===== src/verilog/cache_pkg.sv =====
`default_nettype none

package cache_pkg;

	// address layout, 16-bit byte address
	// [15:11] tag, [10:4] line index, [3:1] word offset, bit 0 unused
	localparam int ADDR_W = 16;
	localparam int WORD_W = 16;
	localparam int TAG_W = 5;
	localparam int INDEX_W = 7;
	localparam int OFFSET_W = 3;

	// direct mapped, one way only
	localparam int LINES = 128;
	localparam int LINE_WORDS = 8;

	typedef logic [ADDR_W-1:0] addr_t;
	typedef logic [WORD_W-1:0] word_t;
	typedef logic [TAG_W-1:0] tag_t;
	typedef logic [INDEX_W-1:0] index_t;
	typedef logic [OFFSET_W-1:0] offset_t;

	// miss handling in line_fill
	// idle   passes hits, waits for a miss
	// fetch  issues the line reads
	// drain  waits for the remaining read data
	// pass   offers the filled request downstream
	typedef enum logic [1:0] {
		idle,
		fetch,
		drain,
		pass
	} fill_state_t;

endpackage

`default_nettype wire


===== src/verilog/cache_stage_if.sv =====
`timescale 1ns/1ns
`default_nettype none

// one request moving between two pipeline stages
// valid/ready handshake, transfer when both high
interface cache_stage_if;

	logic valid;
	logic ready;
	logic write;
	cache_pkg::addr_t addr;
	cache_pkg::word_t wdata;
	// hit decision made in tag_lookup, carried to the response
	logic hit;

	// upstream side, fields held while stalled
	modport src (
		output valid,
		output write,
		output addr,
		output wdata,
		output hit,
		input ready
	);

	// downstream side only drives ready
	modport dst (
		input valid,
		input write,
		input addr,
		input wdata,
		input hit,
		output ready
	);

endinterface

`default_nettype wire


===== src/verilog/line_fill_if.sv =====
`timescale 1ns/1ns
`default_nettype none

// fill writes from line_fill into the data array
// no handshake, data_access takes every write
interface line_fill_if;

	logic wr;
	cache_pkg::index_t index;
	cache_pkg::offset_t offset;
	cache_pkg::word_t data;

	modport src (
		output wr,
		output index,
		output offset,
		output data
	);

	modport dst (
		input wr,
		input index,
		input offset,
		input data
	);

endinterface

`default_nettype wire


===== src/verilog/line_fill.sv =====
`timescale 1ns/1ns
`default_nettype none

module line_fill (
	input wire clk,
	input wire arst_n,
	cache_stage_if.dst up,
	cache_stage_if.src down,
	output logic rd_en,
	output cache_pkg::addr_t rd_addr,
	input wire rd_valid,
	input wire cache_pkg::word_t rd_data,
	line_fill_if.src fill
);

	cache_pkg::fill_state_t state;

	// missed request, held through the fill
	logic h_write;
	cache_pkg::addr_t h_addr;
	cache_pkg::word_t h_wdata;

	// word offsets issued and returned
	cache_pkg::offset_t iss_cnt;
	cache_pkg::offset_t rcv_cnt;

	logic idle_st;
	logic busy;
	logic miss_in;
	logic last_iss;
	logic last_rcv;

	assign idle_st = (state == cache_pkg::idle);
	// reads outstanding in fetch and drain
	assign busy = (state == cache_pkg::fetch) || (state == cache_pkg::drain);
	assign miss_in = idle_st && up.valid && !up.hit;
	assign last_iss = (iss_cnt == cache_pkg::offset_t'(cache_pkg::LINE_WORDS - 1));
	assign last_rcv = (rcv_cnt == cache_pkg::offset_t'(cache_pkg::LINE_WORDS - 1));

	// hits flow through with downstream ready
	// a miss is taken in idle, then ready stays low until back in idle
	assign up.ready = idle_st && (!up.hit || down.ready);

	// idle forwards hits combinationally, pass offers the filled miss
	assign down.valid = idle_st ? (up.valid && up.hit) : (state == cache_pkg::pass);
	assign down.write = idle_st ? up.write : h_write;
	assign down.addr = idle_st ? up.addr : h_addr;
	assign down.wdata = idle_st ? up.wdata : h_wdata;
	// filled request goes on as a miss
	assign down.hit = idle_st && up.hit;

	// one read per cycle, line base plus issue offset
	assign rd_en = (state == cache_pkg::fetch);
	assign rd_addr = {h_addr[cache_pkg::ADDR_W-1:cache_pkg::OFFSET_W+1], iss_cnt, 1'b0};

	// returned words go straight into the data array, in order
	assign fill.wr = busy && rd_valid;
	assign fill.index = h_addr[cache_pkg::INDEX_W+cache_pkg::OFFSET_W:cache_pkg::OFFSET_W+1];
	assign fill.offset = rcv_cnt;
	assign fill.data = rd_data;

	always_ff @(posedge clk or negedge arst_n) begin
		if (!arst_n) begin
			state <= cache_pkg::idle;
			iss_cnt <= '0;
			rcv_cnt <= '0;
		end else begin
			case (state)
				cache_pkg::idle: begin
					if (miss_in) begin
						state <= cache_pkg::fetch;
						iss_cnt <= '0;
						rcv_cnt <= '0;
					end
				end
				cache_pkg::fetch: begin
					iss_cnt <= iss_cnt + 1'b1;
					if (last_iss) begin
						state <= cache_pkg::drain;
					end
				end
				cache_pkg::drain: begin
					// latency of one or more puts the last word here
					if (rd_valid && last_rcv) begin
						state <= cache_pkg::pass;
					end
				end
				cache_pkg::pass: begin
					if (down.ready) begin
						state <= cache_pkg::idle;
					end
				end
				default: begin
					state <= cache_pkg::idle;
				end
			endcase
			// count returns in fetch as well as drain
			if (fill.wr) begin
				rcv_cnt <= rcv_cnt + 1'b1;
			end
		end
	end

	// capture the miss when it is accepted
	always_ff @(posedge clk) begin
		if (miss_in) begin
			h_write <= up.write;
			h_addr <= up.addr;
			h_wdata <= up.wdata;
		end
	end

endmodule

`default_nettype wire


===== src/flat_wrapper.sv =====
// flat-port wrapper written by rule: the top's interface ports become plain ports
module line_fill_flat 
  (clk, arst_n, rd_en, rd_addr, rd_valid, rd_data, up_valid, up_write, up_addr, up_wdata, up_hit, up_ready, down_valid, down_write, down_addr, down_wdata, down_hit, down_ready, fill_wr, fill_index, fill_offset, fill_data);
  cache_stage_if up_i ();
  cache_stage_if down_i ();
  line_fill_if fill_i ();
  input wire clk;
  input wire arst_n;
  output logic rd_en;
  output cache_pkg::addr_t rd_addr;
  input wire rd_valid;
  input wire cache_pkg::word_t rd_data;
  input wire logic [$bits(up_i.valid)-1:0] up_valid;
  input wire logic [$bits(up_i.write)-1:0] up_write;
  input wire logic [$bits(up_i.addr)-1:0] up_addr;
  input wire logic [$bits(up_i.wdata)-1:0] up_wdata;
  input wire logic [$bits(up_i.hit)-1:0] up_hit;
  output wire logic [$bits(up_i.ready)-1:0] up_ready;
  output wire logic [$bits(down_i.valid)-1:0] down_valid;
  output wire logic [$bits(down_i.write)-1:0] down_write;
  output wire logic [$bits(down_i.addr)-1:0] down_addr;
  output wire logic [$bits(down_i.wdata)-1:0] down_wdata;
  output wire logic [$bits(down_i.hit)-1:0] down_hit;
  input wire logic [$bits(down_i.ready)-1:0] down_ready;
  output wire logic [$bits(fill_i.wr)-1:0] fill_wr;
  output wire logic [$bits(fill_i.index)-1:0] fill_index;
  output wire logic [$bits(fill_i.offset)-1:0] fill_offset;
  output wire logic [$bits(fill_i.data)-1:0] fill_data;
  assign up_i.valid = up_valid;
  assign up_i.write = up_write;
  assign up_i.addr = up_addr;
  assign up_i.wdata = up_wdata;
  assign up_i.hit = up_hit;
  assign up_ready = up_i.ready;
  assign down_valid = down_i.valid;
  assign down_write = down_i.write;
  assign down_addr = down_i.addr;
  assign down_wdata = down_i.wdata;
  assign down_hit = down_i.hit;
  assign down_i.ready = down_ready;
  assign fill_wr = fill_i.wr;
  assign fill_index = fill_i.index;
  assign fill_offset = fill_i.offset;
  assign fill_data = fill_i.data;
  line_fill u_core (.clk(clk), .arst_n(arst_n), .up(up_i), .down(down_i), .rd_en(rd_en), .rd_addr(rd_addr), .rd_valid(rd_valid), .rd_data(rd_data), .fill(fill_i));
endmodule

===== config.mk =====
export PLATFORM = sky130hd
export DESIGN_NAME = line_fill_flat
export DESIGN_NICKNAME = d
export VERILOG_FILES = /design/src/verilog/cache_pkg.sv /design/src/verilog/cache_stage_if.sv /design/src/verilog/line_fill_if.sv /design/src/verilog/line_fill.sv /design/src/flat_wrapper.sv
export SDC_FILE = /design/constraint.sdc
export NUM_CORES = 1
export LEC_CHECK = 0
export BUFFER_PORTS_ARGS = -buffer_cell sky130_fd_sc_hd__buf_4
export CAP_MARGIN = 20
export CELL_PAD_IN_SITES_DETAIL_PLACEMENT = 1
export CELL_PAD_IN_SITES_GLOBAL_PLACEMENT = 1
export CORE_UTILIZATION = 32
export CTS_CLUSTER_DIAMETER = 100
export CTS_CLUSTER_SIZE = 24
export DETAILED_ROUTE_END_ITERATION = 10
export MAX_ROUTING_LAYER = met4
export PLACE_DENSITY_LB_ADDON = 0.15
export RECOVER_POWER = 100
export REMOVE_ABC_BUFFERS = 1
export SLEW_MARGIN = 15
export SYNTH_ARGS = -nofsm -noshare
export SYNTH_HDL_FRONTEND = slang
export SYNTH_SLANG_ARGS = --single-unit

===== constraint.sdc =====
create_clock -name clk -period 3.1 [get_ports clk]
set_input_delay 0.62 -clock clk [delete_from_list [all_inputs] [get_ports clk]]
set_output_delay 0.62 -clock clk [all_outputs]
set_load 0.02 [all_outputs]

==> Word level (Yosys, flattened, before mapping) <==
Cells that the tools add are included.
W data, S select, Z words.
{ "totals": {"romBits": 0, "output_inout_bits": 80, "ram_bits": 0, "ff_bits": 41, "wordCells": 47, "memories": 0, "inputBits": 55, "latchBits": 0} }
{ "classes": {"addsub": 2, "magnitude_cmp": 0, "n_shift": 0, "n_mux": 13, "mul": 0, "n_reduce_logical": 17, "div_mod_pow": 0, "eq_ne": 9, "n_bitwise": 0} }
{ "ops": {"columns": ["op", "count"], "rows": [
  ["$mux W16", 2],
  ["$mux W3", 3],
  ["$mux W2", 4],
  ["$pmux W2 S4", 1],
  ["$logic_and A1 B1 Y1", 7],
  ["$add A3 B1 Y3 const B", 2],
  ["$eq A3 B3 Y1 const B", 2],
  ["$ne A2 B2 Y1 const B", 3],
  ["$pmux W3 S2", 1],
  ["$reduce_bool A2 Y1", 3],
  ["$eq A2 B2 Y1 const B", 2],
  ["$reduce_and A2 Y1", 2],
  ["$reduce_and A4 Y1", 1],
  ["$eq A2 B1 Y1 const B", 1],
  ["$logic_not A2 Y1", 1],
  ["$logic_or A1 B1 Y1", 2],
  ["$mux W1", 2],
  ["$ne A2 B1 Y1 const B", 1],
  ["$logic_not A1 Y1", 1]
]} }

==> Logic depth before layout (Yosys ltp) <==
Gate-level depths: netlist of run 1.
{ "logic_depth": {"ltp_word": 6, "ltp_mapped": 7, "mapped_depth_nobuf": 6} }

==> Worst setup path before layout of run 1 <==
OpenSTA, ideal clock, no wires.
{ "synth_timing": {"path_type": "reg2reg", "start": "register u_core.state[0]", "end": "register u_core.h_addr[0] (enable)", "stages_incl_launch_ff": 7, "path_buffers": 2, "setup_slack_ns": 0.903, "arrival_ns": 1.809, "synth_period_minus_slack_ns": 2.197, "setup_ns": 0.388, "required_time_ns": 2.712, "path_cell_list": "dfrtp_1 inv_1 ha_1 buf_2 buf_2 nand3b_1 inv_1"} }
{ "synth_between": {"elab_chain_len": 3} }
{ "synth_lines": {"columns": ["element", "line_no", "text"], "rows": [
  ["from (decl)", "line_fill.sv:16", "cache_pkg::fill_state_t state;"],
  ["from (signal assigned)", "line_fill.sv:64", "state <= cache_pkg::idle;"],
  ["from (signal assigned)", "line_fill.sv:71", "state <= cache_pkg::fetch;"],
  ["from (signal assigned)", "line_fill.sv:79", "state <= cache_pkg::drain;"],
  ["$logic_not A2 Y1", "line_fill.sv:33", "assign idle_st = (state == cache_pkg::idle);"],
  ["$logic_and A1 B1 Y1 (2 in series)", "line_fill.sv:36", "assign miss_in = idle_st && up.valid && !up.hit;"],
  ["net u_core.miss_in", "line_fill.sv:29", "logic miss_in;"],
  ["to (signal assigned)", "line_fill.sv:108", "h_addr <= up.addr;"],
  ["to (decl)", "line_fill.sv:20", "cache_pkg::addr_t h_addr;"]
]} }
The timed path passes the listed nets, and every way through them passes these cells.
A chain may end at the register's enable or synchronous reset.

==> Worst setup path after layout of run 1 <==
{ "layout_timing": {"start": "register u_core.state[0]", "end": "output down_wdata[13]"} }
{ "layout_between": {"elab_chain_len": 2} }
{ "layout_lines": {"columns": ["element", "line_no", "text"], "rows": [
  ["$logic_not A2 Y1", "line_fill.sv:33", null],
  ["$mux W16", "line_fill.sv:48", "assign down.wdata = idle_st ? up.wdata : h_wdata;"],
  ["to (decl)", "flat_wrapper.sv:22", "output wire logic [$bits(down_i.wdata)-1:0] down_wdata;"]
]} }
No other way between the ends.

==> reports/qor.yml, run 1 <==
antenna_found_initial: 0
drv_slew: 0
grt_max_degree: 43
cts_made_buffers: 5
hold_class: "input pin to async pin"
seqPwrFrac: 0.325
ys_warn_count: 0
yosysTopAreaCell: "edfxtp_1"
clock-root-buffer: "clkbuf_8"
finalSetupViolCount: 0
p_per_area_nw_per_um2: 883
dpl_cell_area_um2: 2820
synth_edf_count: 33
multi_input_area_um2: 686
avgViaCountPerCell: 4.72
initial_core_util: 0.339
antenna_left: 0
synth_flop_cell: "edfxtp_1"
ctsResizeCount: 0
drtIter0Drc: 17
globalplace.congestion: 0.741
post-route-util: 0.402
combinationalPowerShare: 0.496
die_area_um2: 7270
coreArea_um2: 6530
post-cts-setup-buffers: 0
wl_um: 5070
nets: 293
clock-sinks: 41
swShare: 0.404
first_global_vias: 1463
fin_crit_sh: 0.789
insertion_delay_ps: 290
wl_per_cell_um: 16.6
syn2layout_area_growth_pct: 18.5
n_fill_cell: 732
rsz0062_at_grt: "false"
ys_seq_area_frac: 0.537
h-tree-depth: 2
cts_tree: "built"
ys_top_cells_by_count: "36 x buf_4, 35 x mux2_2, 33 x edfxtp_1"
num_vias: 1445
hold_buffers: 0
switchingPower_uw: 936
pwr-share-clk: 0.180
overflow: 0
syn_avg_cell_area_um2: 13.9
crit_type: "register to output port"
dr.pass1.iters: 3
dp_hpwl_um: 3770
cp.required_ps: 2480
p_int_mw: 1.38
synthesis.area_um2: 2220
clock_path_buffers: 2
irDropWorstVdd_mv: 0.379
rows: 29
grt_use_total: 0.143
synth_cells: 160
yosys_register_bits: 41
period_minus_slack_ps: 2450
ff_latch_area_um2: 1190
skew_ps: 4.07
hold_violations: 0
port_buffers: 101
drc_errors: 0
start_kind: "register"
io_pins: 135
max-slew-margin-rel: 0.408
yosys-top-cells-area: "edfxtp_1 45%, mux2_2 18%, buf_4 12%"
final_area_um2: 2630
grt_pass1_wl_um: 7470
fmax_mhz: 409
die_h_um: 85.2
status: "finished clean"
yosys.cell_count.top_type: "buf_4"
async_flop_share: 0.195
tightest_slew_ps: 865
critPathCaptureType: "output port"
cp.arrival_ps: 1830
diodes: 0
clk_pin_slew_ps: 80
leakage_nw: 1.02
drive_above_1_share: 0.341
tns_ps: 0
yosysUniqueCellTypes: 25
cap_violations: 0
critPathMaxFanout: 42
die_w_um: 85.2
synth_top_area_share: 0.447
power by group through the flow:
stage / Clock [mW] / Combinational, mW / Sequential (mW)
detailed placement: 0 / 1.39 / 0.767
CTS: 0.443 / 1.40 / 0.755
finish: 0.417 / 1.15 / 0.753
floorplan: 0 / 0.798 / 0.820
global route: 0.456 / 1.25 / 0.768
global placement: 0 / 1.38 / 0.764
worst paths after layout:
check                                 startpoint                    end  slack, ps  depth (start not counted)
max in group asynchronous                 arst_n  u_core.fill.offset[2]       2540                          1
hold / removal                            arst_n      u_core.iss_cnt[0]        240                          1
hold reg to reg            u_core.fill.offset[0]  u_core.fill.offset[0]        540                          1
min in group clk                    up_wdata[12]     u_core.h_wdata[12]        530                          1
setup reg to reg                 u_core.state[0]     u_core.h_wdata[11]        680                          6
setup / recovery                 u_core.state[0]         down_wdata[13]        650                          5
registers in the layout (all words and copies together), names as in the netlist:
name                flops
u_core.fill.offset      3
u_core.h_addr          16
u_core.h_wdata         16
u_core.h_write          1
u_core.iss_cnt          3
u_core.state            2
routing by layer:
metal  global-route usage  up-vias  part of all wire
met5                    -        -                 0
met4               0.0508        0             0.013
met3               0.0632        7              0.10
met2                0.208       88              0.44
met1                0.175      681              0.44
li1                     -      669                 -
cell families after synthesis:
logic type	count (synthesis)	share of synthesized area
buffers and inverters	48	0.145
DFF	41	0.537
muxes	36	0.185
and+or+nand+nor	14	0.0372
AOI/OAI and AO/OA	11	0.0435
adders and majority gates	9	0.0508
other	1	0.00169
critical path, cell delays in order (launching register included):
cell and delay [ps]:
dfrtp_1 410, inv_1 120, ha_1 210, buf_12 240, mux2_2 360, clkbuf_1 180
final cells by class:
type | count | area share
multi-input cells | 71 | 0.261
well taps | 77 | 0.0367
clock buffers | 5 | 0.0262
inverters | 7 | 0.0100
flip-flops and latches | 41 | 0.453
repair buffers | 103 | 0.200
clock inverters | 2 | 0.0133
layout by cell type (no fill, tap or decap):
cell	netlist	routed
a21oi_1	1	1
mux2_1	0	2
mux2_2	35	33
bufinv_16	0	1
buf_4	36	5
nand3b_1	1	1
a211oi_1	1	1
o21ai_1	1	1
a21boi_0	2	2
nor2_1	1	1
mux2_4	1	1
clkbuf_8	0	5
ha_1	9	9
conb_1	1	1
clkbuf_4	0	27
nand2_1	5	5
dfrtp_1	8	8
a22o_1	2	2
clkbuf_2	0	1
clkinv_2	0	1
o21ai_0	2	2
edfxtp_1	33	33
and2_2	1	1
clkbuf_1	0	69
nand3_1	3	3
nand2b_4	1	1
a2bb2oi_1	1	1
a2111oi_0	0	1
buf_12	0	1
and2b_4	1	1
nor2b_1	1	1
inv_1	7	7
stage by stage:
stage,hold slack (ps),std cells,worst slack [ps],power [mW]
floorplan,324,119,185,1.62
global placement,449,299,987,2.15
detailed placement,447,299,971,2.16
CTS,119,306,625,2.60
global route,272,306,452,2.47
finish,242,306,654,2.32
(Power assumes the default switching activity.)
==> inputs of run 2 (changes only) <==
--- a/config.mk
+++ b/config.mk
@@ -5,11 +5,12 @@
 export SDC_FILE = /design/constraint.sdc
 export NUM_CORES = 1
 export LEC_CHECK = 0
+export ABC_AREA = 1
 export BUFFER_PORTS_ARGS = -buffer_cell sky130_fd_sc_hd__buf_4
 export CAP_MARGIN = 20
 export CELL_PAD_IN_SITES_DETAIL_PLACEMENT = 1
 export CELL_PAD_IN_SITES_GLOBAL_PLACEMENT = 1
-export CORE_UTILIZATION = 32
+export CORE_UTILIZATION = 30
 export CTS_CLUSTER_DIAMETER = 100
 export CTS_CLUSTER_SIZE = 24
 export DETAILED_ROUTE_END_ITERATION = 10
==> constraint.sdc (replaced) <==
create_clock -name clk -period 2.3 [get_ports clk]
set_input_delay 0.46 -clock clk [delete_from_list [all_inputs] [get_ports clk]]
set_output_delay 0.46 -clock clk [all_outputs]
set_load 0.02 [all_outputs]
==> reports/qor.yml, run 2 <==
cts_tree: "built"
async_flop_share: 0.195
start_kind: "register"
fmax_mhz: 469
irDropWorstVdd_mv: 0.416
grt_max_degree: 32
ys_top_cells_by_count: "118 x nand2_1, 36 x buf_4, 33 x edfxtp_1"
yosys_register_bits: 41
crit_start: "u_core.state[1]"
hold_class: "input pin to register"
grt_use_total: 0.151
clk_pin_slew_ps: 90
io_pins: 135
layout_setup_ws_ps: 168
reg.largest.list: "u_core.h_addr: 16 flops, u_core.h_wdata: 16 flops"
p_per_area_nw_per_um2: 1350
grt_pass1_wl_um: 8600
num_vias: 1800
status: "finished clean"
clock-sinks: 41
die_area_um2: 7890
synth_edf_count: 33
skew_ps: 7.47
overflow: 0
syn_avg_cell_area_um2: 9.16
first_global_vias: 1722
critPathCaptureType: "output port"
rsz0062_at_grt: "false"
rows: 31
hold_violations: 0
post-place-ws_ps: 352
cp-endpoint: "down_wdata[12]"
finalSetupViolCount: 0
period_minus_slack_ps: 2130
nets: 381
yosysUniqueCellTypes: 19
die_h_um: 88.8
drtIter0Drc: 67
layout_common_cells: "118 x nand2_1, 40 x clkbuf_1, 33 x edfxtp_1"
avgViaCountPerCell: 4.32
worstReg2RegEnd: "u_core.h_addr[12]"
dp_hpwl_um: 4340
swShare: 0.462
clock_path_buffers: 2
antenna_found_initial: 0
synth_cells: 247
yosys.cell_count.top_type: "nand2_1"
cp.required_ps: 1840
h-tree-depth: 2
final_area_um2: 2770
port_buffers: 101
drc_errors: 0
cap_violations: 0
drive_above_1_share: 0.252
post-cts-setup-buffers: 0
insertion_delay_ps: 290
combinationalPowerShare: 0.542
n_fill_cell: 917
ff2ff_path_depth: 5
yosysTopAreaCell: "edfxtp_1"
cp.arrival_ps: 1670
hp-start: "up_wdata[6]"
cts_made_buffers: 5
holdPathStages: 1
coreArea_um2: 7250
p_int_mw: 2.02
antenna_left: 0
wl_per_cell_um: 13.8
ys_seq_area_frac: 0.527
diodes: 0
globalplace.congestion: 0.705
switchingPower_mw: 1.73
r2r_slack_ps: 190
leakage_nw: 1.35
die_w_um: 88.8
seqPwrFrac: 0.272
r2r_start: "u_core.state[1]"
clock-root-buffer: "clkbuf_8"
syn2layout_area_growth_pct: 22.3
wl_um: 5740
pwr-share-clk: 0.185
drv_slew: 0
hold_ws_ps: 371
dr.pass1.iters: 4
synth_flop_cell: "edfxtp_1"
critPathMaxFanout: 31
total_power_mw: 3.75
final_common_cell: "nand2_1"
ys_warn_count: 0
synthesis.area_um2: 2260
synth_top_area_share: 0.438
yosys-top-cells-area: "edfxtp_1 44%, nand2_1 20%, buf_4 12%"
initial_core_util: 0.312
dpl_cell_area_um2: 2870
crit_type: "register to output port"
fin_crit_sh: 0.927
-- run 2: worst min-delay path by stage --
| stage | end |
|---|---|
| 6_report | u_core.h_wdata[6] |
| 5_1_grt | u_core.h_addr[15] |
| 4_1_cts | u_core.h_addr[6] |
| 3_5_place_dp | u_core.fill.offset[1] |
| 3_3_place_gp | u_core.fill.offset[1] |
| 2_1_floorplan | u_core.fill.offset[0] |
-- run 2: worst max-delay path, stage by stage, from the launching register on --
cell and delay [ps]:
dfrtp_1 410, inv_1 120, ha_4 220, inv_2 130, buf_12 190, nand2_1 70, nand2_1 60, clkbuf_2 160
-- run 2: final cells by class --
cell class	instances	area [um2]	area share
Tap cell	99	124	0.0448
Multi-Input combinational cell	147	678	0.245
Sequential cell	41	1190	0.430
Clock inverter	3	65.1	0.0235
Timing Repair Buffer	106	581	0.210
Inverter	16	60.1	0.0217
Clock buffer	5	68.8	0.0249
-- run 2: layer usage --
layer / vias up / GRT usage / share of wire
met5: - / - / 0
met4: 0 / 0.0396 / 0.0054
met3: 2 / 0.0588 / 0.10
met2: 83 / 0.236 / 0.45
met1: 834 / 0.181 / 0.44
li1: 881 / - / -
-- run 2: timing repair --
action	4_1_cts	5_1_grt
hold buffers	1	0
hold endpoints to repair	8	0
setup endpoints to repair	0	32
gates resized for setup	0	1
-- run 2: power by group through the flow --
stage	registers [mW]	logic [mW]	clock network, mW
6_report	1.02	2.03	0.695
5_1_grt	1.04	2.28	0.748
4_1_cts	1.02	2.35	0.718
3_5_place_dp	1.04	2.35	0
3_3_place_gp	1.03	2.32	0
2_1_floorplan	1.11	1.21	0
-- run 2: logic make-up (layout without fill, tap and decap cells) --
kind of cell    Yosys count  in the layout  synth area share
compound gates            9              9            0.0232
buf+inv                  59            130             0.174
flops                    41             41             0.527
fa+ha+maj                 9              9            0.0498
simple gates            128            128             0.225
other cells               1              1           0.00166
-- run 2: per-stage QoR --
stage,setup TNS (ps),utilization,std cells
after global placement,0,0.396,408
after floorplan,-14260,-,204
after CTS,0,0.415,417
after global routing,0,0.382,417
after detailed placement,0,0.396,408
final,0,0.382,417
