<file path="src/verilog/cache_pkg.sv">
`default_nettype none

package cache_pkg;

	// address layout, 16-bit byte address
	// [15:11] tag, [10:4] line index, [3:1] word offset, bit 0 unused
	localparam int ADDR_W = 16;
	localparam int WORD_W = 16;
	localparam int TAG_W = 5;
	localparam int INDEX_W = 7;
	localparam int OFFSET_W = 3;

	// direct mapped, one way only
	localparam int LINES = 128;
	localparam int LINE_WORDS = 8;

	typedef logic [ADDR_W-1:0] addr_t;
	typedef logic [WORD_W-1:0] word_t;
	typedef logic [TAG_W-1:0] tag_t;
	typedef logic [INDEX_W-1:0] index_t;
	typedef logic [OFFSET_W-1:0] offset_t;

	// miss handling in line_fill
	// idle   passes hits, waits for a miss
	// fetch  issues the line reads
	// drain  waits for the remaining read data
	// pass   offers the filled request downstream
	typedef enum logic [1:0] {
		idle,
		fetch,
		drain,
		pass
	} fill_state_t;

endpackage

`default_nettype wire

</file>
<file path="src/verilog/cache_stage_if.sv">
`timescale 1ns/1ns
`default_nettype none

// one request moving between two pipeline stages
// valid/ready handshake, transfer when both high
interface cache_stage_if;

	logic valid;
	logic ready;
	logic write;
	cache_pkg::addr_t addr;
	cache_pkg::word_t wdata;
	// hit decision made in tag_lookup, carried to the response
	logic hit;

	// upstream side, fields held while stalled
	modport src (
		output valid,
		output write,
		output addr,
		output wdata,
		output hit,
		input ready
	);

	// downstream side only drives ready
	modport dst (
		input valid,
		input write,
		input addr,
		input wdata,
		input hit,
		output ready
	);

endinterface

`default_nettype wire

</file>
<file path="src/verilog/tag_lookup.sv">
`timescale 1ns/1ns
`default_nettype none

module tag_lookup (
	input wire clk,
	input wire arst_n,
	input wire req_valid,
	input wire req_write,
	input wire cache_pkg::addr_t req_addr,
	input wire cache_pkg::word_t req_wdata,
	output logic req_ready,
	cache_stage_if.src down
);

	// request register
	logic r_valid;
	logic r_write;
	cache_pkg::addr_t r_addr;
	cache_pkg::word_t r_wdata;

	// tag store and per-line valid bits
	cache_pkg::tag_t tag_mem [cache_pkg::LINES];
	logic [cache_pkg::LINES-1:0] line_valid;

	cache_pkg::index_t idx;
	cache_pkg::tag_t tag;
	logic hit;
	logic take;
	logic load;

	// split the registered address
	assign idx = r_addr[cache_pkg::INDEX_W+cache_pkg::OFFSET_W:cache_pkg::OFFSET_W+1];
	assign tag = r_addr[cache_pkg::ADDR_W-1 -: cache_pkg::TAG_W];

	// hit needs a valid line and a matching tag
	assign hit = line_valid[idx] && (tag_mem[idx] == tag);

	// handed on this cycle
	assign take = r_valid && down.ready;

	// free slot, or the slot empties on this edge
	assign req_ready = !r_valid || take;
	assign load = req_valid && req_ready;

	// offer the held request with its hit flag in the same cycle
	assign down.valid = r_valid;
	assign down.write = r_write;
	assign down.addr = r_addr;
	assign down.wdata = r_wdata;
	assign down.hit = hit;

	always_ff @(posedge clk or negedge arst_n) begin
		if (!arst_n) begin
			r_valid <= 1'b0;
			line_valid <= '0;
		end else begin
			// a new load wins over the handoff of the old one
			if (load) begin
				r_valid <= 1'b1;
			end else if (take) begin
				r_valid <= 1'b0;
			end
			// allocate on miss handoff
			// nothing passes until the fill is done, so marking early is safe
			if (take && !hit) begin
				line_valid[idx] <= 1'b1;
			end
		end
	end

	always_ff @(posedge clk) begin
		if (load) begin
			r_write <= req_write;
			r_addr <= req_addr;
			r_wdata <= req_wdata;
		end
		// new tag goes in on the same edge as the valid bit
		if (take && !hit) begin
			tag_mem[idx] <= tag;
		end
	end

endmodule

`default_nettype wire

</file>
<file path="src/flat_wrapper.sv">
// flat-port wrapper written by rule: the top's interface ports become plain ports
module tag_lookup_flat 
  (clk, arst_n, req_valid, req_write, req_addr, req_wdata, req_ready, down_valid, down_write, down_addr, down_wdata, down_hit, down_ready);
  cache_stage_if down_i ();
  input wire clk;
  input wire arst_n;
  input wire req_valid;
  input wire req_write;
  input wire cache_pkg::addr_t req_addr;
  input wire cache_pkg::word_t req_wdata;
  output logic req_ready;
  output wire logic [$bits(down_i.valid)-1:0] down_valid;
  output wire logic [$bits(down_i.write)-1:0] down_write;
  output wire logic [$bits(down_i.addr)-1:0] down_addr;
  output wire logic [$bits(down_i.wdata)-1:0] down_wdata;
  output wire logic [$bits(down_i.hit)-1:0] down_hit;
  input wire logic [$bits(down_i.ready)-1:0] down_ready;
  assign down_valid = down_i.valid;
  assign down_write = down_i.write;
  assign down_addr = down_i.addr;
  assign down_wdata = down_i.wdata;
  assign down_hit = down_i.hit;
  assign down_i.ready = down_ready;
  tag_lookup u_core (.clk(clk), .arst_n(arst_n), .req_valid(req_valid), .req_write(req_write), .req_addr(req_addr), .req_wdata(req_wdata), .req_ready(req_ready), .down(down_i));
endmodule
</file>
<file path="config.mk">
export PLATFORM = sky130hd
export DESIGN_NAME = tag_lookup_flat
export DESIGN_NICKNAME = d
export VERILOG_FILES = /design/src/verilog/cache_pkg.sv /design/src/verilog/cache_stage_if.sv /design/src/verilog/tag_lookup.sv /design/src/flat_wrapper.sv
export SDC_FILE = /design/constraint.sdc
export NUM_CORES = 1
export LEC_CHECK = 0
export BUFFER_PORTS_ARGS = -buffer_cell sky130_fd_sc_hd__buf_2
export CORE_ASPECT_RATIO = 0.8
export CORE_MARGIN = 5
export CORE_UTILIZATION = 40
export CTS_CLUSTER_SIZE = 12
export DETAILED_ROUTE_END_ITERATION = 10
export SLEW_MARGIN = 40
export SYNTH_ARGS = -nofsm -noshare
export SYNTH_HDL_FRONTEND = slang
export SYNTH_SLANG_ARGS = --single-unit
</file>
<file path="constraint.sdc">
create_clock -name clk -period 6.9 [get_ports clk]
set_clock_uncertainty 0.15 [all_clocks]
set_input_delay 0 -clock clk [delete_from_list [all_inputs] [get_ports clk]]
set_output_delay 0 -clock clk [all_outputs]
set_load 0.05 [all_outputs]
</file>
After elaboration in Yosys (flattened, before gate mapping)
Memory sizes are Yosys's and may differ from the RTL's. A register that Yosys moved wholly into a read port is not among the register bits.
Cells that the tools add are included.
{"block": "totals", "n_memories": 1, "mem_bits_rw": 640, "elab_cells": 28, "output_inout_bits": 36, "in_bits": 37, "register_bits": 162}
{"name": "u_core.tag_mem", "words": 128, "width": 5, "rd": 1, "rd_ports_with_merged_regs": 1, "wr": 1, "line_no": "tag_lookup.sv:22", "source": "cache_pkg::tag_t tag_mem [cache_pkg::LINES];"}
{"block": "op_classes", "n_bitwise": 1, "magnitude_cmp": 2, "eq_ne": 1, "n_reduce_logical": 9, "n_mux": 9}
{"op": "$or A128 B128 Y128", "n": 1}
{"op": "$lt A7 B8 Y1 const B", "n": 1}
{"op": "$bmux W1 S7", "n": 1}
{"op": "$demux W1 S7", "n": 1}
{"op": "$ge A7 B1 Y1 const B", "n": 1}
{"op": "$mux W7", "n": 1}
{"op": "$mux W1", "n": 6}
{"op": "$eq A5 B5 Y1", "n": 1}
{"op": "$logic_and A1 B1 Y1", "n": 5}
{"op": "$logic_not A1 Y1", "n": 2}
{"op": "$reduce_bool A2 Y1", "n": 1}
{"op": "$logic_or A1 B1 Y1", "n": 1}

Logic depth before layout (Yosys ltp)
Gate-level depths: netlist (run 1).
{"block": "logic_depth", "ltp_word": 7, "depth_mapped": 15}

Least setup slack after synthesis (run 1)
OpenSTA, ideal clock, no wires.
{"block": "synth_path", "kind": "register to register", "start": "reg u_core.r_addr[12], in the netlist u_core.down.addr[12]", "end": "mem u_core.tag_mem[101][0] (netlist bit) (enable)", "setup_ps": 298, "arrival_ps": 3616, "required_ps": 6452, "path_stages_with_launch": 7, "setup_slack_ps": 2836, "n_path_buf": 2, "path_cell_list": "edfxtp_1 > o31a_1 > nor3_1 > nor4_2 > clkbuf_1 > clkbuf_1 > a31oi_1"}
{"block": "synth_via", "elab_chain_len": 6}
{"element": "from (decl)", "line_no": "tag_lookup.sv:18", "source": "cache_pkg::addr_t r_addr;"}
{"element": "from (signal assigned)", "line_no": "tag_lookup.sv:74", "source": "r_addr <= req_addr;"}
{"element": "$eq A5 B5 Y1", "line_no": "tag_lookup.sv:36", "source": "assign hit = line_valid[idx] && (tag_mem[idx] == tag);"}
{"element": "$logic_and A1 B1 Y1", "line_no": "tag_lookup.sv:36"}
{"element": "$logic_not A1 Y1", "line_no": "tag_lookup.sv:78", "source": "if (take && !hit) begin"}
{"element": "$logic_and A1 B1 Y1", "line_no": "tag_lookup.sv:78"}
{"element": "$mux W1", "line_no": "tag_lookup.sv:78"}
{"element": "$mux W1 (implied by the code)", "line_no": "tag_lookup.sv:79", "source": "tag_mem[idx] <= tag;"}
{"element": "to (decl)", "line_no": "tag_lookup.sv:22"}
Every way passes these cells.

==> results.md, run 1 <==
- Outcome: completed
- Die width: 333 um
- Total CTS buffers: 80
- Leading area contributor after synthesis: edfxtp_1
- R2R Setup Slk: 1.68 ns
- Top cells by area, synth: edfxtp_1 (60%), dfrtp_1 (9.7%), mux4_2 (7.9%)
- Post-Syn Nets: 2085
- Startpoint types: flip-flop
- Initial antenna violation count: 0
- Syn Inst Count: 2048
- Post-Syn Area: 0.0334 mm^2
- Number of flops mapped to enable cells by yosys: 673
- Area Overhead vs Synth: 14.0%
- Power Density: 279 mW/mm^2
- Unrepaired setup endpoints after global routing: no
- RD Place Congestion: 0.899
- Primary FF master, synth: edfxtp_1
- Tcrit/Tclk final: 83.4%
- Worst-Skew Late Latency: 0.64 ns
- Post-synthesis compound-gate area fraction: 9.36%
- DRT Wirelength: 94300 um
- Clk sinks: 809
- CP Capture Type: output pin
- Slew Viols, Final: 0
- Sequential area share after synthesis: 70.5%
- Footprint of the multi-input gates: 0.00910 mm^2
- Crit-path max FO: 56
- Final hold vios: 0
- Setup violators final: 0
- Global-route wire length before repair: 138000 um
- Crit path cell chain: buf_4 > mux4_2 > o21ai_0 > o311ai_1 > a221oi_1 > xnor2_1 > o41ai_4 > buf_4 > buf_4 > and3_1 > buf_2
- Commonest non-fill, non-tap cell in the layout: edfxtp_1
- All-Layer GR Usage: 20.8%
- Fmax: 174 MHz
- Seq cells post-synth: 809
- CP max-delay cell: dfxtp_4
- Slew headroom: 36.7%
- Total number of vias: 20177
- Die area: 0.0895 mm^2
- GRT Residual Overflow: 0
- Synth Area in Simple Gates: 4.61%
- Post-Synth XOR/XNOR Area: 0.157%
- DR WL/cell: 28.3 um
- Hold Worst Slack: 0.0569 ns
- Pin count of the biggest net entering global routing: 135
- Ys async rst share: 15.9%
- Filler Cell Count: 7021
- Ys Warns: 0
- DR iter-0 viols: 2574
- Worst VDD drop: 0.000178 V
- FP Rows: 94
- IO Count: 73
- Die height: 269 um
- Crit path arrival time: 5.61 ns
- Period minus WS final: 5.76 ns
- CTS tree: done
- Layout cell share with drive strength beyond 1: 18.1%
- Max Cap Viol: 0
- Share of Yosys cell area claimed by the top area cell type: 60.4%
- Max incr delay on CP: 0.78 ns
- Vias in the first global route: 19584
- Final #Nets: 2213
- Hold Path Class: input port to flip-flop
- Number of port buffers: 72
- Post-DP HPWL: 58700 um
- Starting Density: 40.5%
- Yosys cell types: 67
- CP Class: flip-flop to output pin
- H-tree level count: 3
- Clk buf depth: 3
- Via-to-Cell Ratio: 6.06
- Mux cell area share after synthesis: 12.7%
- Most common cell on crit path: buf_4
- Most frequent cells in the layout: edfxtp_1 (673), nand2_1 (172), mux2i_1 (134), a31oi_1 (134), dfrtp_1 (129)
- Initial DRT Pass Iterations: 6
- Post-route ant nets: 0
- Total power: 10.6 mW
- WP data required: 6.75 ns
- Post-CTS setup repair buffer count: 0
- Post-Synth Adder-Cell Area: 0%
- Syn_area_per_cell: 16.3 um^2
- Largest family of logic cells by synthesized area: multiplexers
- Leakage power: 14.0 nW
- Residual DRC: 0
- Clock Pin Slew Worst Setup and Hold Paths: 0.06 ns
- Register area: 0.0236 mm^2
- Slew @ Worst Pin: 0.937 ns
- Core ar.: 0.0826 mm^2
- Root Buffer: clkbuf_16
- Fin Setup TNS: 0 ns
[per-stage QoR]
step | util [%] | worst slack [ns] | instance area, um^2 | std cells
finish | 46.2 | 1.14 | 38100 | 3327
global route | 46.2 | 0.912 | 38100 | 3326
CTS | 46.1 | 1.11 | 38100 | 3325
detailed placement | 42.5 | 1.71 | 35100 | 3125
global placement | 42.3 | 1.35 | 34900 | 3122
floorplan | - | 2.84 | 33400 | 2048
[cell type report]
cell class | instances | share of cell area (%)
clock buffer | 113 | 5.65
timing repair buffer | 205 | 4.54
antenna | 1 | 0.00656
tap | 1104 | 3.62
inverter | 10 | 0.0985
clock inverter | 15 | 0.338
multi-input combinational | 1070 | 23.9
sequential | 809 | 61.9
[worst paths after layout]
kind | startpoint | endpoint | depth (start not counted)
hold / removal | req_addr[10] | flip-flop | 4
setup / recovery | flip-flop | down_hit | 11
setup reg to reg | flip-flop | u_core.tag_mem[82][4]$_DFFE_PP_ | 10
max in group asynchronous | arst_n | u_core.line_valid[119]$_DFFE_PN0P_ | 4
min in group asynchronous | arst_n | u_core.line_valid[82]$_DFFE_PN0P_ | 4
hold reg to reg | u_core.line_valid[67]$_DFFE_PN0P_ | u_core.line_valid[67]$_DFFE_PN0P_ | 1
[where the power goes]
part / total [mW] / internal (mW) / switching [mW]
clock network: 3.96 / 2.17 / 1.79
registers: 5.49 / 5.40 / 0.0929
logic: 1.19 / 0.397 / 0.794
total: 10.6 / 7.96 / 2.68
[registers in the layout, summed over array words and instances (netlist names), named ones only]
name	cells
u_core.down.write	1
u_core.tag_mem	640
u_core.down.valid	1
u_core.down.wdata	16
u_core.down.addr	16
u_core.line_valid	128
[layer usage]
metal  up-vias  GRT usage (%)  part of all wire [%]
met5         -              0                     0
li1       8381              -                     -
met1     10484           31.2                    43
met4         0           5.08                   1.9
met3       126           5.66                    11
met2      1186           30.3                    44
[cells by family after synthesis]
family	count (synthesis)
and+or+nand+nor	353
buffers and inverters	169
DFF	809
xor gates and xnor gates	6
muxes	274
AOI/OAI and AO/OA	437
[what timing repair did]
item	4_1_cts	5_1_grt
gates resized for setup	0	0
endpoints found under the hold margin	176	0
hold buffers	72	0
[worst max-delay path: cells and delay by family (launching register included)]
kind	cells	cell delay, ns
mux	1	0.62
compound gates	4	1.28
xor+xnor	1	0.15
flops	1	0.78
simple gates	1	0.27
buf+inv	4	1.77
[synthesized netlist by cell type, types with 18 or more instances]
cell type	n
a21oi_1	22
edfxtp_1	673
mux2i_1	134
a221oi_1	28
dfrtp_1	129
buf_6	18
nand2_1	172
a22oi_1	19
nor2_1	89
mux2_2	22
clkbuf_1	71
buf_2	47
a21o_1	127
buf_4	21
a31oi_1	138
mux4_2	117
nor2b_1	25
(Power assumes the default switching activity.)
==> run 2: changes to the inputs <==
==> constraint.sdc (replaced) <==
create_clock -name clk -period 4.7 [get_ports clk]
set_clock_uncertainty 0.15 [all_clocks]
set_input_delay 0 -clock clk [delete_from_list [all_inputs] [get_ports clk]]
set_output_delay 0 -clock clk [all_outputs]
set_load 0.05 [all_outputs]
==> run 2 against run 1 <==
Core utilization rose by 2.7 points. Die area did not move. Final cell count rose by 7.8%. Combinational power rose by 74%. Critical path depth did not move. Non-clock buffer count rose by 249. Via count rose by 5.5%. Worst hold slack got worse by 0.024 ns. Critical endpoint unchanged. Largest cell class unchanged. Highest routed layer is now met5.
==> results.md, run 2 (synthesized netlist as in run 1, its figures left out) <==
- Met3 Use GR: 5.46%
- Worst-Skew Late Latency: 0.65 ns
- Initial DRT Pass Iterations: 6
- Global-route wire length before repair: 146000 um
- Slew @ Worst Pin: 0.898 ns
- Root Buffer: clkbuf_16
- Outcome: completed
- Die area: 0.0895 mm^2
- Period minus WS final: 4.58 ns
- Residual DRC: 0
- Starting Density: 40.5%
- Top reg by flops: u_core.tag_mem
- Clk buf depth: 3
- Number of port buffers: 72
- Fin Setup TNS: 0 ns
- DR iter-0 viols: 2987
- Hold Startpoint: req_addr[5]
- Die height: 269 um
- DRT Wirelength: 99600 um
- Setup violators final: 0
- Most common cell on crit path: buf_12
- Final hold vios: 0
- Max incr delay on CP: 0.55 ns
- Top Usage Layer GRT: met1
- Leakage power: 15.4 nW
- Crit-path max FO: 21
- Fmax: 219 MHz
- CP top delay family: compound AO/OA/AOI/OAI gates
- Worst VDD drop: 0.000268 V
- All-Layer GR Usage: 21.9%
- Biggest regs: u_core.tag_mem (640), u_core.line_valid (128)
- CP Class: flip-flop to output pin
- Layout cell share with drive strength beyond 1: 25.9%
- CTS tree: done
- Slew headroom: 39.9%
- Startpoint types: flip-flop
- Crit path arrival time: 4.43 ns
- Tcrit/Tclk final: 97.4%
- Unrepaired setup endpoints after global routing: no
- Power Density: 399 mW/mm^2
- H-tree level count: 3
- Pin count of the biggest net entering global routing: 73
- Max reg flops: 640
- Hold Path Class: input port to flip-flop
- WP data required: 4.55 ns
- Area Overhead vs Synth: 20.7%
- Met2 Resource Use GR: 32.6%
- Initial antenna violation count: 2
- Vias in the first global route: 20925
- Total CTS buffers: 81
- Commonest non-fill, non-tap cell in the layout: edfxtp_1
- Via-to-Cell Ratio: 5.93
- Slew Viols, Final: 0
- Max Cap Viol: 0
- Total number of vias: 21282
- Final WS setup: 0.124 ns
- Clk sinks: 809
- CP max-delay cell: dfxtp_4
- Post-route ant nets: 0
- Core ar.: 0.0826 mm^2
- CP Capture Type: output pin
- IO Count: 73
- Post-DP HPWL: 64000 um
- Place WS: 0.0244 ns
- RD Place Congestion: 0.905
- CP Buf/Inv Count: 4
- Clock Pin Slew Worst Setup and Hold Paths: 0.06 ns
- DR WL/cell: 27.8 um
- Die width: 333 um
- FP Rows: 94
- Crit path cell chain: buf_4 > mux4_2 > o21ai_0 > o311ai_1 > a221oi_1 > xnor2_1 > o41ai_4 > buf_12 > buf_12 > and3_1 > clkbuf_4
- Final #Nets: 2463
- GRT Residual Overflow: 0
- Most frequent cells in the layout: edfxtp_1 (673), buf_4 (271), nand2_1 (172), a31oi_1 (138), mux2i_1 (133)
- Met1 Use GR: 33.0%
[run 2: cell count changes in the layout (fill, tap and decap cells not counted), moves of 3 or more]
cell / previous run / this run
nor2_1: 77 / 81
clkbuf_1: 30 / 38
clkinv_8: 5 / 2
buf_6: 1 / 4
a31oi_1: 134 / 138
a31oi_2: 4 / 0
nor2_2: 10 / 7
buf_4: 47 / 271
buf_12: 10 / 33
[run 2: power breakdown]
group / switching, mW / total (mW) / internal (mW) / leakage [nW]
clock network: 2.70 / 6.02 / 3.32 / 1.15
logic: 1.29 / 2.07 / 0.779 / 6.39
registers: 0.105 / 8.03 / 7.92 / 7.85
total: 4.09 / 16.1 / 12.0 / 15.4
[run 2: layout make-up]
type | count | area, um^2
Fill cell | 6905 | 42200
Sequential cell | 809 | 23600
Multi-Input combinational cell | 1070 | 9080
Timing Repair Buffer | 454 | 3890
Clock buffer | 122 | 2210
Tap cell | 1104 | 1380
Clock inverter | 16 | 193
Inverter | 10 | 37.5
Antenna cell | 1 | 2.50
[run 2: worst paths after layout]
check,endpoint,slack [ns],depth (start not counted)
min in group asynchronous,u_core.line_valid[120]$_DFFE_PN0P_,0.27,4
max in group asynchronous,u_core.line_valid[30]$_DFFE_PN0P_,3.58,4
worst max register to register,u_core.tag_mem[16][2]$_DFFE_PP_,0.42,13
worst max-delay path,down_hit,0.12,11
worst min register to register,u_core.line_valid[126]$_DFFE_PN0P_,0.30,1
worst min-delay path,flip-flop,0.03,3
[run 2: through the flow]
step | hold WS, ns | instance area (um^2) | total power, mW | utilization (%) | std cells
detailed placement | -0.184 | 36900 | 10.1 | 44.7 | 3353
global route | 0.0158 | 40400 | 16.6 | 48.9 | 3585
CTS | 0.000666 | 40200 | 16.1 | 48.7 | 3576
global placement | -0.192 | 36900 | 10.0 | 44.6 | 3353
finish | 0.0327 | 40400 | 16.1 | 48.9 | 3586
floorplan | -0.446 | 33400 | 9.28 | - | 2048
[run 2: layer usage]
layer / share of wire (%) / vias up
met4: 1.9 / 2
li1: - / 8894
met2: 44 / 1280
met5: 0.0090 / -
met1: 43 / 10970
met3: 11 / 136
[run 2: tightest hold or removal path, cell delays in order]
cell and delay [ns]:
dlygate4sd3_1 0.52, buf_2 0.11, mux2_2 0.16
[run 2: what timing repair did]
| action | in CTS | in global routing |
|---|---|---|
| cloned | 0 | 1 |
| hold endpoints to repair | 172 | 0 |
| setup endpoints to repair | 5 | 1 |
| setup buffers | 12 | 7 |
| gates resized for setup | 6 | 3 |
| hold buffers | 73 | 0 |
| pin swaps | 0 | 1 |
==> run 3: changes to the inputs <==
--- a/config.mk
+++ b/config.mk
@@ -9,6 +9,7 @@
 export CORE_ASPECT_RATIO = 0.8
 export CORE_MARGIN = 5
 export CORE_UTILIZATION = 40
+export CTS_BUF_LIST = sky130_fd_sc_hd__clkbuf_8
 export CTS_CLUSTER_SIZE = 12
 export DETAILED_ROUTE_END_ITERATION = 10
 export SLEW_MARGIN = 40
==> run 3 against run 2 <==
Final area increased by 0.20%. Combinational power increased by 2%. Non-clock buffer count increased by 3. Sequential share of layout area decreased by 0.11 points. Sequential cell count unchanged. Worst setup slack got worse by 0.022 ns. Critical path depth increased by 3. Sequential power about the same. Worst hold slack improved by 0.090 ns. Core utilization increased by 0.095 points. Wire length increased by 0.65%. Fmax decreased by 0.47%.
==> results.md, run 3 (synthesized netlist as in run 1, its figures left out) <==
- Dpl cell area: 0.0369 mm^2
- Pin count of the biggest net entering global routing: 73
- CP Capture Type: output pin
- Die width: 333 um
- Total CTS buffers: 120
- Slew headroom: 40.5%
- Setup violators final: 0
- DR WL/cell: 27.2 um
- Global-route wire length before repair: 147000 um
- Starting Density: 40.5%
- Tcrit/Tclk final: 97.8%
- CTS tree: done
- Leakage power: 15.6 nW
- Max reg flops: 640
- Crit-path max FO: 23
- Place WS: 0.0244 ns
- Fmax: 218 MHz
- Vias in the first global route: 21401
- Total number of vias: 21403
- Root Buffer: clkbuf_8
- Period minus WS final: 4.60 ns
- Biggest regs: u_core.tag_mem (640), u_core.line_valid (128)
- Slew @ Worst Pin: 0.891 ns
- Number of port buffers: 72
- Clock Pin Slew Worst Setup and Hold Paths: 0.07 ns
- Final WS setup: 0.102 ns
- All-Layer GR Usage: 22.1%
- Outcome: completed
- Core ar.: 0.0826 mm^2
- Initial DRT Pass Iterations: 6
- Fin Setup TNS: 0 ns
- Most frequent cells in the layout: edfxtp_1 (673), buf_4 (273), nand2_1 (172), a31oi_1 (138)
- Area Overhead vs Synth: 21.0%
- Clk buf depth: 3
- Initial antenna violation count: 2
- Post-DP HPWL: 64000 um
- DR iter-0 viols: 3096
- Slew Viols, Final: 0
- Max Cap Viol: 0
- Commonest non-fill, non-tap cell in the layout: edfxtp_1
- Post-route ant nets: 0
- R2R Setup Slk: 0.36 ns
- WP data required: 4.55 ns
- DRT Wirelength: 100000 um
- Worst-Skew Late Latency: 0.80 ns
- Layout cell share with drive strength beyond 1: 27.9%
- Unrepaired setup endpoints after global routing: no
- Fin area: 0.0405 mm^2
- Crit path arrival time: 4.45 ns
- Final hold vios: 0
- Via-to-Cell Ratio: 5.82
- Reg-to-reg endpoint: u_core.tag_mem[8][3]$_DFFE_PP_
- CP Class: flip-flop to output pin
- Residual DRC: 0
- Startpoint types: flip-flop
- GRT Residual Overflow: 0
- Power Density: 389 mW/mm^2
- FP Rows: 94
- Worst VDD drop: 0.000231 V
- Hold Path Class: input port to async pin
- Clk sinks: 809
- H-tree level count: 3
- Die area: 0.0895 mm^2
- Die height: 269 um
- Reg2Reg Depth: 11
- RD Place Congestion: 0.905
- Top reg by flops: u_core.tag_mem
- IO Count: 73
- Final #Nets: 2505
- Total power: 15.7 mW
- Post-layout util: 49.0%
## run 3: cell types whose count changed in the layout (fill, tap and decap cells not counted), moves of 4 or more
cell       before  now
bufinv_16       1    6
inv_1           7   53
clkinv_2        2   15
mux2i_1       133  129
clkbuf_16      82    1
clkbuf_8        3  125
clkbuf_1       38    0
clkinv_1        8   30
## run 3: worst max path at each step
stage                                               from                                to  depth (start not counted)
after CTS                                      flip-flop                          down_hit                         14
after detailed placement                       flip-flop   u_core.tag_mem[16][2]$_DFFE_PP_                         12
after global routing                           flip-flop                          down_hit                         14
final                                          flip-flop                          down_hit                         14
after floorplan           u_core.down.addr[12]$_DFFE_PP_  u_core.tag_mem[101][0]$_DFFE_PP_                          6
after global placement                         flip-flop   u_core.tag_mem[16][2]$_DFFE_PP_                         12
## run 3: report_power, final
part           total, mW  internal [mW]  switching, mW
clock               5.60           2.82           2.78
combinational       2.11          0.806           1.31
sequential          8.03           7.92          0.104
total               15.7           11.5           4.19
## run 3: layout make-up
cell class / count / area [um^2]
Sequential cell: 809 / 23600
Clock inverter: 102 / 629
Fill cell: 6966 / 42100
Clock buffer: 125 / 1720
Tap cell: 1104 / 1380
Antenna cell: 2 / 5.00
Inverter: 10 / 38.8
Timing Repair Buffer: 457 / 3950
Multi-Input combinational cell: 1070 / 9150
## run 3: through the flow
step / std cells / hold slack, ns
floorplan: 2048 / -0.446
global placement: 3353 / -0.192
detailed placement: 3353 / -0.184
CTS: 3670 / 0.0747
global route: 3678 / 0.125
finish: 3679 / 0.123
## run 3: repair_timing
action / CTS / global route
buffers inserted: 16 / 4
setup endpoints to repair: 5 / 1
gates cloned: 1 / 1
pin swaps: 1 / 2
resized for setup: 15 / 15
endpoints found under the hold margin: 224 / 0
hold buffers: 73 / 0
## run 3: layer usage
| layer | up-vias | global-route usage [%] | share of wire, % |
|---|---|---|---|
| met5 | - | 0 | 0 |
| met4 | 0 | 5.68 | 2.5 |
| met3 | 167 | 6.42 | 11 |
| met2 | 1252 | 32.7 | 43 |
| met1 | 10979 | 32.4 | 43 |
| li1 | 9005 | - | - |
## run 3: critical path, cell delays in order (launching register included)
cell       delay [ns]
dfxtp_4          0.37
buf_6            0.17
buf_12           0.18
nand2_1          0.10
buf_4            0.18
a211oi_1         0.08
a2111oi_2        0.54
buf_4            0.20
a21oi_1          0.03
mux4_2           0.51
mux2i_2          0.29
xnor2_4          0.29
buf_12           0.25
and3_1           0.24
buf_4            0.22
